--- config.mk ---
export PLATFORM = sky130hd
export DESIGN_NAME = flow_stage
export DESIGN_NICKNAME = d
export VERILOG_FILES = /design/src/source/flow_pkg.sv /design/src/source/apb_regs_pkg.sv /design/src/source/fifo_status_if.sv /design/src/source/lane_fifo.sv /design/src/source/flow_control.sv /design/src/source/flow_config_apb.sv /design/src/source/flow_stage.sv
export VERILOG_INCLUDE_DIRS = /design/src /design/src/source
export SDC_FILE = /design/constraint.sdc
export NUM_CORES = 1
export LEC_CHECK = 0
export ABC_CLOCK_PERIOD_IN_PS = 2700
export BUFFER_PORTS_ARGS = -buffer_cell sky130_fd_sc_hd__buf_2
export CAP_MARGIN = 10
export CORE_AREA = 10 10 157 174
export CTS_BUF_LIST = sky130_fd_sc_hd__clkbuf_16
export DETAILED_ROUTE_END_ITERATION = 10
export DIE_AREA = 0 0 167 184
export SLEW_MARGIN = 25
export SYNTH_ARGS = -nofsm -noshare
export SYNTH_HDL_FRONTEND = slang
export SYNTH_SLANG_ARGS = --single-unit
export TNS_END_PERCENT = 1
--- constraint.sdc ---
create_clock -name clk -period 2.7 [get_ports clk]
set_input_delay 0.27 -clock clk [delete_from_list [all_inputs] [get_ports clk]]
set_output_delay 0.27 -clock clk [all_outputs]
set_load 0.01 [all_outputs]
--- src/source/flow_consts.svh ---
////////////////////
// flow stage constants
// sizes, reset levels and register map of the two-lane buffer stage
////////////////////

`ifndef FLOW_CONSTS_SVH
`define FLOW_CONSTS_SVH

// lane payload and buffer sizing
`define FLOW_DATA_WIDTH 8
`define FLOW_FIFO_DEPTH 8
`define FLOW_COUNT_WIDTH 4        // must hold 0 up to FLOW_FIFO_DEPTH inclusive

// reset values of the programmable levels, sized to the count width
`define FLOW_AF_DEFAULT 4'd6
`define FLOW_AE_DEFAULT 4'd2

// APB bus widths
`define FLOW_APB_ADDR_WIDTH 8
`define FLOW_APB_DATA_WIDTH 32

// register byte addresses
`define FLOW_REG_CTRL 8'h00       // pause bits
`define FLOW_REG_LEVELS 8'h04     // almost-full and almost-empty levels
`define FLOW_REG_STATUS 8'h08     // fifo flags of both lanes, read only
`define FLOW_REG_ERROR 8'h0C      // sticky drop bits, write one to clear

`endif

--- src/source/flow_pkg.sv ---
////////////////////
// flow package
// types that describe the lane side of the stage, the data word and
// the flag bundle each lane fifo reports
////////////////////

`default_nettype none

`include "flow_consts.svh"

package flow_pkg;

    // one word as it travels through a lane
    typedef logic [`FLOW_DATA_WIDTH-1:0] lane_word_t;

    // flags of one lane fifo
    // the field order gives full in bit 3 and almost_empty in bit 0,
    // which is also the nibble layout the STATUS register shows
    typedef struct packed {
        logic full;             // count has reached the fifo depth
        logic empty;            // nothing stored
        logic almost_full;      // count at or above the almost-full level
        logic almost_empty;     // count at or below the almost-empty level
    } fifo_flags_t;

endpackage

`default_nettype wire

--- src/source/apb_regs_pkg.sv ---
////////////////////
// register package
// types of the APB register side, register index and level settings
////////////////////

`default_nettype none

`include "flow_consts.svh"

package apb_regs_pkg;

    // the four registers in address order, index is paddr[3:2]
    typedef enum logic [1:0] {
        REG_CTRL   = 2'd0,
        REG_LEVELS = 2'd1,
        REG_STATUS = 2'd2,
        REG_ERROR  = 2'd3
    } reg_index_t;

    // level settings shared by both lane fifos
    // ae_level is declared first so it lands in bits 7:4 and af_level in 3:0,
    // matching the LEVELS register word
    typedef struct packed {
        logic [`FLOW_COUNT_WIDTH-1:0] ae_level;   // almost-empty threshold
        logic [`FLOW_COUNT_WIDTH-1:0] af_level;   // almost-full threshold
    } level_cfg_t;

endpackage

`default_nettype wire

--- src/source/fifo_status_if.sv ---
////////////////////
// fifo status interface
// strobes from the flow controller to one lane fifo and the flags back
////////////////////

`default_nettype none

interface fifo_status_if;
    import flow_pkg::*;

    // strobes decided by the controller, sampled by the fifo at the clock edge
    logic write;
    logic read;

    // flags follow the occupancy count of the fifo
    fifo_flags_t flags;

    // the controller side looks at the flags and drives the strobes
    modport control (
        output write,
        output read,
        input  flags
    );

    // the fifo side obeys the strobes and reports its state
    modport fifo (
        input  write,
        input  read,
        output flags
    );

endinterface

`default_nettype wire

--- src/source/lane_fifo.sv ---
////////////////////
// lane fifo
// circular buffer for one lane with an occupancy count, programmable
// almost flags and a registered output word
////////////////////

`default_nettype none

`include "flow_consts.svh"

module lane_fifo (
    input  logic                         clk,
    input  logic                         reset,       // synchronous, active low
    input  flow_pkg::lane_word_t         data_in,     // word offered by the upstream
    input  apb_regs_pkg::level_cfg_t     levels,      // thresholds from the register block
    fifo_status_if.fifo                  status,
    output flow_pkg::lane_word_t         data_out,
    output logic                         valid,
    output logic [`FLOW_COUNT_WIDTH-1:0] count
);
    import flow_pkg::*;

    localparam int DEPTH = `FLOW_FIFO_DEPTH;
    localparam int PTR_W = $clog2(DEPTH);
    localparam int COUNT_W = `FLOW_COUNT_WIDTH;
    localparam logic [COUNT_W-1:0] FULL_COUNT = COUNT_W'(DEPTH);

    lane_word_t       mem [DEPTH];     // storage, no reset needed
    logic [PTR_W-1:0] wr_ptr;          // next slot to fill
    logic [PTR_W-1:0] rd_ptr;          // oldest stored word
    fifo_flags_t      flags;

    // pointer step that wraps at the depth, so any depth works
    function automatic logic [PTR_W-1:0] next_ptr(input logic [PTR_W-1:0] ptr);
        if (ptr == PTR_W'(DEPTH - 1)) begin
            next_ptr = '0;
        end else begin
            next_ptr = ptr + 1'b1;
        end
    endfunction

    // control state
    always_ff @(posedge clk) begin
        if (!reset) begin
            wr_ptr <= '0;
            rd_ptr <= '0;
            count  <= '0;
            valid  <= 1'b0;
        end else begin
            if (status.write) begin
                wr_ptr <= next_ptr(wr_ptr);
            end
            if (status.read) begin
                rd_ptr <= next_ptr(rd_ptr);
            end
            case ({status.write, status.read})
                2'b10:   count <= count + 1'b1;   // store only
                2'b01:   count <= count - 1'b1;   // drain only
                default: count <= count;          // idle, or in and out together
            endcase
            valid <= status.read;                 // one cycle per word read
        end
    end

    // data path, the output word is only meaningful while valid is high
    always_ff @(posedge clk) begin
        if (status.write) begin
            mem[wr_ptr] <= data_in;
        end
        if (status.read) begin
            data_out <= mem[rd_ptr];
        end
    end

    // flags come straight from the registered count, so they change at the
    // same edge as the count and follow a level change at once
    always_comb begin
        flags.full         = (count == FULL_COUNT);
        flags.empty        = (count == '0);
        flags.almost_full  = (count >= levels.af_level);
        flags.almost_empty = (count <= levels.ae_level);
    end

    assign status.flags = flags;

    // the controller must never push into a full buffer
    a_no_write_full: assert property (@(posedge clk) disable iff (!reset)
        !(status.write && flags.full))
        else $error("lane_fifo write strobe while full");

    // and never pop an empty one
    a_no_read_empty: assert property (@(posedge clk) disable iff (!reset)
        !(status.read && flags.empty))
        else $error("lane_fifo read strobe while empty");

endmodule

`default_nettype wire

--- src/source/flow_control.sv ---
////////////////////
// flow controller
// write and read strobes for both lanes from the fifo flags, the upstream
// push and the downstream stop, with detection of pushes into a full lane
////////////////////

`default_nettype none

module flow_control (
    input  logic [1:0]     push,     // upstream offers a word, bit per lane
    input  logic [1:0]     stop,     // downstream refuses words, bit per lane
    input  logic [1:0]     pause,    // software hold from the CTRL register
    fifo_status_if.control lane0,
    fifo_status_if.control lane1,
    output logic [1:0]     drop      // word pushed into a full lane is thrown away
);

    // lane 0
    // a push is stored unless the buffer is full, in which case it is lost
    // and flagged so the register block can make it sticky
    always_comb begin
        lane0.write = push[0] & ~lane0.flags.full;
        drop[0]     = push[0] & lane0.flags.full;
        // forward whenever a word is waiting and nobody downstream holds the lane
        lane0.read  = ~lane0.flags.empty & ~stop[0] & ~pause[0];
    end

    // lane 1 follows the same rules on its own flags
    always_comb begin
        lane1.write = push[1] & ~lane1.flags.full;
        drop[1]     = push[1] & lane1.flags.full;
        lane1.read  = ~lane1.flags.empty & ~stop[1] & ~pause[1];
    end

    // a stored word is never also counted as a drop, checked on both lanes
    always_comb begin
        assert (!(drop[0] && lane0.write))
            else $error("flow_control lane 0 drop and write together");
        assert (!(drop[1] && lane1.write))
            else $error("flow_control lane 1 drop and write together");
    end

endmodule

`default_nettype wire

--- src/source/flow_config_apb.sv ---
////////////////////
// flow config registers
// APB slave holding pause bits and fifo levels, the live flag status
// and the sticky per-lane drop errors
////////////////////

`default_nettype none

`include "flow_consts.svh"

module flow_config_apb (
    input  logic                            clk,
    input  logic                            reset,     // synchronous, active low
    input  logic [`FLOW_APB_ADDR_WIDTH-1:0] paddr,
    input  logic                            psel,
    input  logic                            penable,
    input  logic                            pwrite,
    input  logic [`FLOW_APB_DATA_WIDTH-1:0] pwdata,
    output logic [`FLOW_APB_DATA_WIDTH-1:0] prdata,
    output logic                            pready,
    output logic                            pslverr,
    input  flow_pkg::fifo_flags_t           flags0,    // lane 0 flags for STATUS
    input  flow_pkg::fifo_flags_t           flags1,    // lane 1 flags for STATUS
    input  logic [1:0]                      drop,      // drop pulses from the controller
    output apb_regs_pkg::level_cfg_t        levels,
    output logic [1:0]                      pause,
    output logic                            error
);
    import apb_regs_pkg::*;

    reg_index_t reg_idx;      // decoded register
    logic       addr_ok;      // address is one of the four registers
    logic       access;       // access phase of a transfer
    logic       wr_en;        // write that lands on a real register
    logic [1:0] err_q;        // sticky drop bits, one per lane
    logic [1:0] err_clr;      // write-one-to-clear mask for this cycle

    // only the exact byte addresses are accepted and anything else is an error
    always_comb begin
        addr_ok = 1'b1;
        reg_idx = REG_CTRL;
        case (paddr)
            `FLOW_REG_CTRL:   reg_idx = REG_CTRL;
            `FLOW_REG_LEVELS: reg_idx = REG_LEVELS;
            `FLOW_REG_STATUS: reg_idx = REG_STATUS;
            `FLOW_REG_ERROR:  reg_idx = REG_ERROR;
            default:          addr_ok = 1'b0;
        endcase
    end

    assign access  = psel & penable;
    assign wr_en   = access & pwrite & addr_ok;
    assign err_clr = (wr_en && reg_idx == REG_ERROR) ? pwdata[1:0] : 2'b00;

    // there are no wait states and every access completes in its first cycle
    assign pready  = 1'b1;
    assign pslverr = access & ~addr_ok;

    always_ff @(posedge clk) begin
        if (!reset) begin
            pause           <= 2'b00;
            levels.af_level <= `FLOW_AF_DEFAULT;
            levels.ae_level <= `FLOW_AE_DEFAULT;
            err_q           <= 2'b00;
        end else begin
            if (wr_en) begin
                case (reg_idx)
                    REG_CTRL:   pause  <= pwdata[1:0];
                    REG_LEVELS: levels <= level_cfg_t'(pwdata[7:0]);
                    default:    ;                     // STATUS ignores writes and ERROR is below
                endcase
            end
            err_q <= (err_q & ~err_clr) | drop;       // a new drop wins over a clear
        end
    end

    assign error = |err_q;

    // read data is driven for the whole transfer so it is valid in the access cycle
    always_comb begin
        prdata = '0;
        if (psel && addr_ok) begin
            case (reg_idx)
                REG_CTRL:   prdata[1:0] = pause;
                REG_LEVELS: prdata[7:0] = levels;
                REG_STATUS: prdata[7:0] = {flags1, flags0};
                REG_ERROR:  prdata[1:0] = err_q;
            endcase
        end
    end

    // the master holds the address from setup into access
    a_paddr_stable: assert property (@(posedge clk) disable iff (!reset)
        (psel && !penable) |=> $stable(paddr))
        else $error("flow_config_apb paddr changed between setup and access");

endmodule

`default_nettype wire

--- src/source/flow_stage.sv ---
////////////////////
// flow stage top
// two buffered lanes with flow control and an APB register block
////////////////////

`default_nettype none

`include "flow_consts.svh"

module flow_stage (
    input  logic                            clk,
    input  logic                            reset,          // synchronous, active low
    // upstream side
    input  logic                            push_0,
    input  flow_pkg::lane_word_t            data_in_0,
    input  logic                            push_1,
    input  flow_pkg::lane_word_t            data_in_1,
    // downstream side
    input  logic                            stop_0,
    input  logic                            stop_1,
    output logic                            valid_0,
    output flow_pkg::lane_word_t            data_out_0,
    output logic                            valid_1,
    output flow_pkg::lane_word_t            data_out_1,
    // flags reported back to the upstream stage
    output logic                            almost_full_0,
    output logic                            almost_full_1,
    output logic                            almost_empty_0,
    output logic                            almost_empty_1,
    output logic                            full_0,
    output logic                            full_1,
    output logic                            error,          // any sticky drop bit set
    // APB
    input  logic [`FLOW_APB_ADDR_WIDTH-1:0] paddr,
    input  logic                            psel,
    input  logic                            penable,
    input  logic                            pwrite,
    input  logic [`FLOW_APB_DATA_WIDTH-1:0] pwdata,
    output logic [`FLOW_APB_DATA_WIDTH-1:0] prdata,
    output logic                            pready,
    output logic                            pslverr
);

    apb_regs_pkg::level_cfg_t levels;     // shared by both fifos
    logic [1:0]               pause;
    logic [1:0]               drop;

    fifo_status_if lane0_if ();
    fifo_status_if lane1_if ();

    // occupancy counts stay internal, software sees only the flags
    lane_fifo i_lane_fifo_0 (
        .clk      (clk),
        .reset    (reset),
        .data_in  (data_in_0),
        .levels   (levels),
        .status   (lane0_if.fifo),
        .data_out (data_out_0),
        .valid    (valid_0),
        .count    ()
    );

    lane_fifo i_lane_fifo_1 (
        .clk      (clk),
        .reset    (reset),
        .data_in  (data_in_1),
        .levels   (levels),
        .status   (lane1_if.fifo),
        .data_out (data_out_1),
        .valid    (valid_1),
        .count    ()
    );

    flow_control i_flow_control (
        .push  ({push_1, push_0}),
        .stop  ({stop_1, stop_0}),
        .pause (pause),
        .lane0 (lane0_if.control),
        .lane1 (lane1_if.control),
        .drop  (drop)
    );

    flow_config_apb i_flow_config_apb (
        .clk     (clk),
        .reset   (reset),
        .paddr   (paddr),
        .psel    (psel),
        .penable (penable),
        .pwrite  (pwrite),
        .pwdata  (pwdata),
        .prdata  (prdata),
        .pready  (pready),
        .pslverr (pslverr),
        .flags0  (lane0_if.flags),
        .flags1  (lane1_if.flags),
        .drop    (drop),
        .levels  (levels),
        .pause   (pause),
        .error   (error)
    );

    // flag breakout toward the upstream stage
    assign almost_full_0  = lane0_if.flags.almost_full;
    assign almost_full_1  = lane1_if.flags.almost_full;
    assign almost_empty_0 = lane0_if.flags.almost_empty;
    assign almost_empty_1 = lane1_if.flags.almost_empty;
    assign full_0         = lane0_if.flags.full;
    assign full_1         = lane1_if.flags.full;

endmodule

`default_nettype wire

Word level (Yosys, flattened, before mapping)
Memory sizes are Yosys's and may differ from the RTL's. A register that Yosys moved wholly into a read port is not among the register bits.
Cells that the tools add are included.
- add/subtract/negate cells: 8
- order comparisons: 4
- equality and inequality tests: 16
- muxes and demuxes: 16
- bitwise operators: 24
- reductions and logical operators: 12
- operators by type and width (operator ; number):
    == test 8 x 4 -> 1 bit (second input constant) ; 2
    case mux 4 bit (2 select lines) ; 2
    adder 3 x 1 -> 3 bit (second input constant) ; 4
    AND 1 bit ; 12
    == test 3 bit (second input constant) ; 4
    two-way mux 3 bit ; 4
    case mux 6 bit (2 select lines) ; 1
    NOT 1 bit ; 9
    adder 4 x 1 -> 4 bit (second input constant) ; 2
    == test 2 bit (second input constant) ; 4
    == test 4 bit (second input constant) ; 2
    == test 8 x 3 -> 1 bit (second input constant) ; 1
    greater-or-equal comparator 4 bit ; 2
    less-or-equal comparator 4 bit ; 2
    zero test 4 bit ; 2
    zero test 8 bit ; 1
    two-way mux 8 bit ; 1
    case mux 2 bit (4 select lines) ; 1
    subtractor 4 x 1 -> 4 bit (second input constant) ; 2
    == test 2 x 1 -> 1 bit (second input constant) ; 3
    case mux 2 bit (3 select lines) ; 1
    two-way mux 1 bit ; 5
    AND reduction 2 bit ; 2
    nonzero test 2 bit ; 2
    8 further kinds ; 9
- register bits: 34
- bits in writable memories: 128
- bits of input ports: 65
- output and inout port bits: 59
- word-level logic and storage cells: 94
- memories kept: 2
- memories (memory ; depth ; bits a word ; rd ports ; clocked after Yosys merged registers in ; write ports ; line ; text):
    i_lane_fifo_0.mem ; 8 ; 8 ; 1 ; 1 ; 1 ; lane_fifo.sv:28 ; lane_word_t mem [DEPTH];
    i_lane_fifo_1.mem ; 8 ; 8 ; 1 ; 1 ; 1 ; lane_fifo.sv:28 ;

Logic depth before layout (Yosys ltp)
Gate-level depths: netlist of the first run.
- depth in word-level cells: 9
- mapped depth: 9
- depth with buffers taken out: 9

Cells and area by module
From an unflattened synthesis of the first run, not the netlist that was laid out.
- cell total of the unflattened synthesis: 521
- area, all modules: 8142.8 um2
- by module, submodules not included (module ; instances ; cells each ; area each (um2) ; sequential area each (um2)):
    lane_fifo at i_lane_fifo_1 ; 1 ; 197 ; 3547.2 ; 2382.3
    lane_fifo at i_lane_fifo_0 ; 1 ; 197 ; 3540.9 ; 2382.3
    flow_config_apb ; 1 ; 121 ; 1009.7 ; 240.2
    flow_control ; 1 ; 6 ; 45.0 ; 0.0

Worst setup path after synthesis of the first run
OpenSTA, ideal clock, no wires.
- path kind: input to output
- start point: in paddr[5]
- end point: out prdata[1]
- arrival: 2.329 ns
- data required time: 2.430 ns
- setup slack: 0.101 ns
- stages: 8
- cells stage by stage: or4_4 > nor2_1 > nand2_1 > inv_1 > ha_1 > inv_1 > or4_1 > a21oi_1
- longest elaborated chain between the ends: 5
- ends and longest elaborated chain (item ; line ; text):
    start: declaration ; flow_stage.sv:34 ; input logic [`FLOW_APB_ADDR_WIDTH-1:0] paddr,
    == test 8 x 4 -> 1 bit, or another cell as far along ; flow_config_apb.sv:42 ; case (paddr)
    case mux 2 bit (3 select lines) / OR reduction 4 bit (equally long branches) ; - ;
    == test 2 bit, or another cell as far along ; flow_config_apb.sv:83 ; case (reg_idx)
    case mux 2 bit (4 select lines) / logical AND 1 bit (equally long branches) ; flow_config_apb.sv:83, flow_config_apb.sv:82 ;
    two-way mux 8 bit (*) ; flow_config_apb.sv:82 ; if (psel && addr_ok) begin
    end: declaration ; flow_stage.sv:39 ; output logic [`FLOW_APB_DATA_WIDTH-1:0] prdata,
Every way passes the cells marked *; elsewhere a longest branch is shown, timed or not.

Worst setup path after layout of the first run
Same ends and word-level chain as after synthesis.

==> results of run 1 <==
-- state kept, by name, indices dropped and copies added, names as in the netlist --
signal                    flops
i_flow_config_apb.err_q       2
i_lane_fifo_0.wr_ptr          3
i_lane_fifo_1.count           4
i_lane_fifo_0.count           4
i_lane_fifo_0.mem            64
i_lane_fifo_1.rd_ptr          3
i_lane_fifo_1.wr_ptr          3
i_flow_config_apb.levels      8
i_flow_config_apb.pause       2
i_lane_fifo_0.rd_ptr          3
i_lane_fifo_1.mem            64
i_lane_fifo_1.data_out        8
i_lane_fifo_0.valid           1
i_lane_fifo_1.valid           1
i_lane_fifo_0.data_out        8
-- synth_stat cells, types with 3 or more instances --
cell,instances
nand2b_1,10
nor2b_1,11
ha_1,35
a21boi_0,3
a22oi_1,4
nand3_1,12
mux2i_1,16
nor2_1,21
dfxtp_1,34
nor4_1,4
buf_4,26
nor3_2,3
mux2_2,16
nor3_1,12
buf_2,6
and2_1,9
nand3b_1,3
o21ai_0,6
mux4_2,32
o21ai_2,5
nand2_1,30
clkbuf_1,7
a21oi_1,9
edfxtp_1,144
inv_1,20
-- path summary, 6_finish.rpt --
check,from,endpoint,slack [ns],depth (start not counted)
max reg2reg,i_lane_fifo_0.count[3]$_SDFFE_PN0P_,i_lane_fifo_0.count[3]$_SDFFE_PN0P_,0.36,9
max,paddr[5],prdata[1],0.11,10
min reg2reg,i_flow_config_apb.levels[3]$_SDFFE_PN0P_,i_flow_config_apb.levels[3]$_SDFFE_PN0P_,0.49,2
min,pwdata[2],i_flow_config_apb.levels[2]$_SDFFE_PN1P_,0.08,3
-- area by class of cell --
| cell class | count | area share |
|---|---|---|
| Antenna cell | 2 | 0.000537 |
| Multi-Input combinational cell | 298 | 0.287 |
| Inverter | 20 | 0.00805 |
| Sequential cell | 178 | 0.537 |
| Tap cell | 305 | 0.0409 |
| Clock buffer | 17 | 0.0456 |
| Clock inverter | 13 | 0.0111 |
| Timing Repair Buffer | 111 | 0.0695 |
-- worst max-delay path, cell delays in order --
cell     delay (ns)
buf_2          0.09
or4_4          0.54
nor2_4         0.10
nand2_1        0.07
inv_1          0.08
ha_2           0.19
inv_1          0.09
or4_4          0.56
a21oi_2        0.17
buf_2          0.15
-- kinds of logic (layout without fill, tap and decap cells) --
family,Yosys count,count (layout),share of synthesized area
flip-flops,178,178,0.632
AND/OR/NAND/NOR,127,127,0.0861
multiplexers,64,64,0.134
buffers and inverters,64,161,0.0460
AO/OA/AOI/OAI,41,41,0.0359
adder cells (fa/ha/maj),37,37,0.0604
XOR/XNOR,4,4,0.00443
other,2,27,0.000949
-- metrics by stage --
| step | cell area [um2] | util | hold WS [ns] | TNS [ns] | setup WS [ns] |
|---|---|---|---|---|---|
| after CTS | 9270 | 0.394 | 0.0632 | 0 | 0.000911 |
| after global placement | 8740 | 0.371 | 0.478 | 0 | 0.0283 |
| after floorplan | 8000 | - | 0.369 | 0 | 0.101 |
| after detailed placement | 8740 | 0.371 | 0.484 | -0.0900 | -0.0372 |
| final | 9320 | 0.396 | 0.0841 | 0 | 0.112 |
| after global routing | 9320 | 0.396 | 0.0861 | 0 | 0.000401 |
-- layer usage --
layer | up-vias | track usage
met2 | 104 | 0.199
li1 | 2138 | -
met5 | - | 0
met3 | 22 | 0.0291
met1 | 2216 | 0.125
met4 | 0 | 0.0366
-- report_power, final --
group / switching [uW] / internal, uW / total (uW)
logic: 1010 / 966 / 1970
clock network: 1030 / 1180 / 2210
registers: 185 / 3290 / 3470
total: 2220 / 5440 / 7660
-- timing repair --
action,CTS,global route
resized for setup,2,11
endpoints found under the hold margin,0,0
setup buffers,0,1
endpoints found under the setup margin,2,7
==> out/results.ini, run 1 <==
[clock_network]
cts_tree = yes
cts_inserted_buffers = 17
clk_pin_slew_ns = 0.07
cts_max_level = 4
worstSkewPairLatency_ns = 0.42
cts_buffer_depth = 2
clock-sinks = 178
clockRootBuffer = clkbuf_16
cts_hold_buf = 0

[setup_path]
start_kind = input port
required_ns = 2.43
path_class = input port to primary output
end_kind = primary output
critPathMaxFanout = 4
cp.arrival_ns = 2.32

[synth]
synth_edf_count = 144
netlist_area_um2 = 7920
yosys_warnings = 0
synth_area_leaders = edfxtp_1, mux4_2, dfxtp_1, ha_1, buf_4
synth_top_area_share = 0.546
synth_seq_area_share = 0.632
syn-instance-count = 517
synthFlopType = edfxtp_1
async_flop_share = 0
ys_ff_latch = 178
synth_top_area_cell = edfxtp_1
yosysUniqueCellTypes = 46
postSynthAreaPerCell_um2 = 15.3

[sta]
period_share = 0.959
slew-limit-headroom = 0.512
min_period_ns = 2.59
clock_skew_ns = 0.0136
tightest_slew_ns = 0.731
fmax_mhz = 386
hold_viol = 0
setup_viol = 0
slew_viol_final = 0
rsz0062_at_grt = false

[floorplanning]
core-area_um2 = 23500
initial_core_util = 0.336
die_w_um = 167
io_pins = 124
row_count = 59
die_area_um2 = 30700
die_h_um = 184

[cells_and_area]
layout_commonest_cell = edfxtp_1
final_cell_mix = edfxtp_1, buf_2, buf_4
num-nets-final = 728
regArea_um2 = 5010
finalNonFillerCells = 944
drive_above_1_share = 0.336
fill_cells = 2157
multi_input_area_um2 = 2680
syn_to_final_growth_pct = 17.8

[placement]
place_hpwl_mm = 11.9
io_buffers = 74
dp_cells = 911
finalWeightedCongestion = 0.880

[drt]
drt_iter0_drc = 353
ant_nets = 0
wl_per_cell_um = 17.7
wl_met3_um = 765
drt_pre_antenna_iters = 4
vias = 4480
met1_length_mm = 6.86
drc = 0
wl_mm = 16.8
dr.max_layer_used = met4
viasPerCell = 4.75
wl_met2_mm = 8.88

[worst_hold_path]
hp-class = input port to flop

[global_route]
first_global_vias = 4736
antenna_found_initial = 1
grt_pass1_wl_mm = 26.6
track_usage = 0.111
grt_max_degree = 45
grt-ovfl-total = 0

[pwr]
vdd_ir_drop_max_v = 0.000299
cellPowerDensity_nw_per_um2 = 821
p_total_uw = 7660
leakagePower_uw = 0.00346

[status]
outcome = complete, no violations

[run]
drv_cap = 0

Note: power is estimated with default switching activity, not from simulation.
==> run 2, diff against run 1 <==
--- a/config.mk
+++ b/config.mk
@@ -9,10 +9,11 @@
 export ABC_CLOCK_PERIOD_IN_PS = 2700
 export BUFFER_PORTS_ARGS = -buffer_cell sky130_fd_sc_hd__buf_2
 export CAP_MARGIN = 10
-export CORE_AREA = 10 10 157 174
+export CORE_AREA = 10 10 138 153
 export CTS_BUF_LIST = sky130_fd_sc_hd__clkbuf_16
 export DETAILED_ROUTE_END_ITERATION = 10
-export DIE_AREA = 0 0 167 184
+export DIE_AREA = 0 0 148 163
+export PLACE_DENSITY = 0.64
 export SLEW_MARGIN = 25
 export SYNTH_ARGS = -nofsm -noshare
 export SYNTH_HDL_FRONTEND = slang
==> out/results.ini, run 2 (synthesis gave the netlist of run 1 again) <==
[worst_hold_path]
min_from = pwdata[3]
min_to = i_flow_config_apb.levels[3]$_SDFFE_PN0P_
min_path_cells = 3
hp-class = input port to flop

[drt]
viasPerCell = 5.11
wl_per_cell_um = 18.1
wl_mm = 15.9
drc = 0
vias = 4487
ant_nets = 0
drt_pre_antenna_iters = 4
drt_iter0_drc = 287

[global_route]
track_usage = 0.136
first_global_vias = 4878
grt_max_degree = 45
grt-ovfl-total = 0
antenna_found_initial = 0
grt_pass1_wl_mm = 25.4

[sta]
tightest_slew_ns = 0.760
hold_viol = 0
min_period_ns = 2.57
setup_viol = 0
slew-limit-headroom = 0.493
slew_viol_final = 0
setup_slack_ns = 0.128
clock_skew_ns = 0.00984
fmax_mhz = 389
period_share = 0.952

[setup_path]
crit_slowest_cell = or4_4
path_class = input port to primary output
slowest_delay_ns = 0.56
rrSetupSlack_ns = 0.30
r2r_end = i_lane_fifo_0.count[3]$_SDFFE_PN0P_
required_ns = 2.43
start_kind = input port
rr_startpoint = i_lane_fifo_0.count[0]$_SDFFE_PN0P_
r2r_cells = 8
critPathMaxFanout = 4
cp_cell_sequence = buf_2, or4_4, nor2_4, nand2_1, inv_1, ha_2, inv_1, or4_4, a21oi_2, buf_2
cp.arrival_ns = 2.30
end_kind = primary output

[floorplanning]
die_w_um = 148
row_count = 52
initial_core_util = 0.438
core-area_um2 = 18100
die_h_um = 163
die_area_um2 = 24100
io_pins = 124

[clock_network]
cts_max_level = 4
cts_hold_buf = 0
clock-sinks = 178
worstSkewPairLatency_ns = 0.43
cts_inserted_buffers = 17
cts_tree = yes
clockRootBuffer = clkbuf_16
clk_pin_slew_ns = 0.07
cts_buffer_depth = 2
cts_setup_buffers = 0

[cells_and_area]
syn_to_final_growth_pct = 16.7
final_cell_mix = edfxtp_1, buf_2, ha_1
drive_above_1_share = 0.329
finalNonFillerCells = 878
utilization = 0.511
diodes = 0
largestRegisters = i_lane_fifo_0.mem (64), i_lane_fifo_1.mem (64)
num-nets-final = 724
layout_commonest_cell = edfxtp_1

[status]
outcome = complete, no violations

[placement]
dp_cells = 846
finalWeightedCongestion = 0.880
dpl_worst_slack_ns = 0.0501
place_hpwl_mm = 10.8
io_buffers = 74

[pwr]
leakagePower_uw = 0.00346
cellPowerDensity_nw_per_um2 = 843
vdd_ir_drop_max_v = 0.000432

[run]
drv_cap = 0

==> run 2: cell types whose count changed in the layout (fill, tap and decap cells not counted), moves of 2 or more <==
cell / delta
inv_6: -3
inv_8: +3
buf_4: -4
diode_2: -2
==> run 2: repair_timing <==
item | CTS | global route
resized for setup | 1 | 10
endpoints found under the setup margin | 1 | 5
hold endpoints to repair | 0 | 0
==> run 2: per-layer routing <==
| metal | vias up | global-route usage | share of wire |
|---|---|---|---|
| li1 | 2127 | - | - |
| met1 | 2204 | 0.156 | 0.41 |
| met2 | 125 | 0.232 | 0.51 |
| met3 | 31 | 0.0331 | 0.053 |
| met4 | 0 | 0.0676 | 0.026 |
| met5 | - | 0 | 0 |
==> run 2: metrics by stage <==
| step | cell area [um2] | setup TNS [ns] | hold WS (ns) | power [uW] |
|---|---|---|---|---|
| 6_report | 9240 | 0 | 0.0871 | 7790 |
| 5_1_grt | 9240 | -0.0110 | 0.0879 | 8220 |
| 4_1_cts | 9210 | 0 | 0.0675 | 7870 |
| 3_5_place_dp | 8640 | 0 | 0.486 | 5470 |
| 3_3_place_gp | 8640 | 0 | 0.476 | 5390 |
| 2_1_floorplan | 8000 | 0 | 0.369 | 4860 |
==> run 2: worst max path at each step <==
stage / startpoint / endpoint / slack, ns / depth (start not counted)
finish: paddr[5] / prdata[1] / 0.13 / 10
global placement: paddr[5] / prdata[1] / 0.07 / 10
global route: paddr[5] / prdata[5] / -0.01 / 10
detailed placement: paddr[5] / prdata[1] / 0.05 / 10
CTS: i_lane_fifo_1.count[0]$_SDFFE_PN0P_ / prdata[5] / 0.002 / 7
floorplan: paddr[5] / prdata[1] / 0.10 / 8
==> run 2: worst max-delay path, delay by kind of cell <==
family                     cells  cell delay, ns
and+or+nand+nor                4            1.31
AOI/OAI and AO/OA              1            0.15
buffers and inverters          4            0.40
adders and majority gates      1            0.18
==> run 2: area by class of cell <==
| type | instances | area (um2) |
|---|---|---|
| Clock buffer | 17 | 425 |
| Clock inverter | 15 | 148 |
| Fill cell | 1559 | 8850 |
| Inverter | 20 | 75.1 |
| Multi-Input combinational cell | 298 | 2660 |
| Sequential cell | 178 | 5010 |
| Tap cell | 243 | 304 |
| Timing Repair Buffer | 107 | 618 |
==> run 2: report_power, final <==
group / internal (uW) / switching (uW) / total [uW]
registers: 3290 / 125 / 3410
clock network: 1300 / 1080 / 2380
logic: 957 / 1040 / 2000
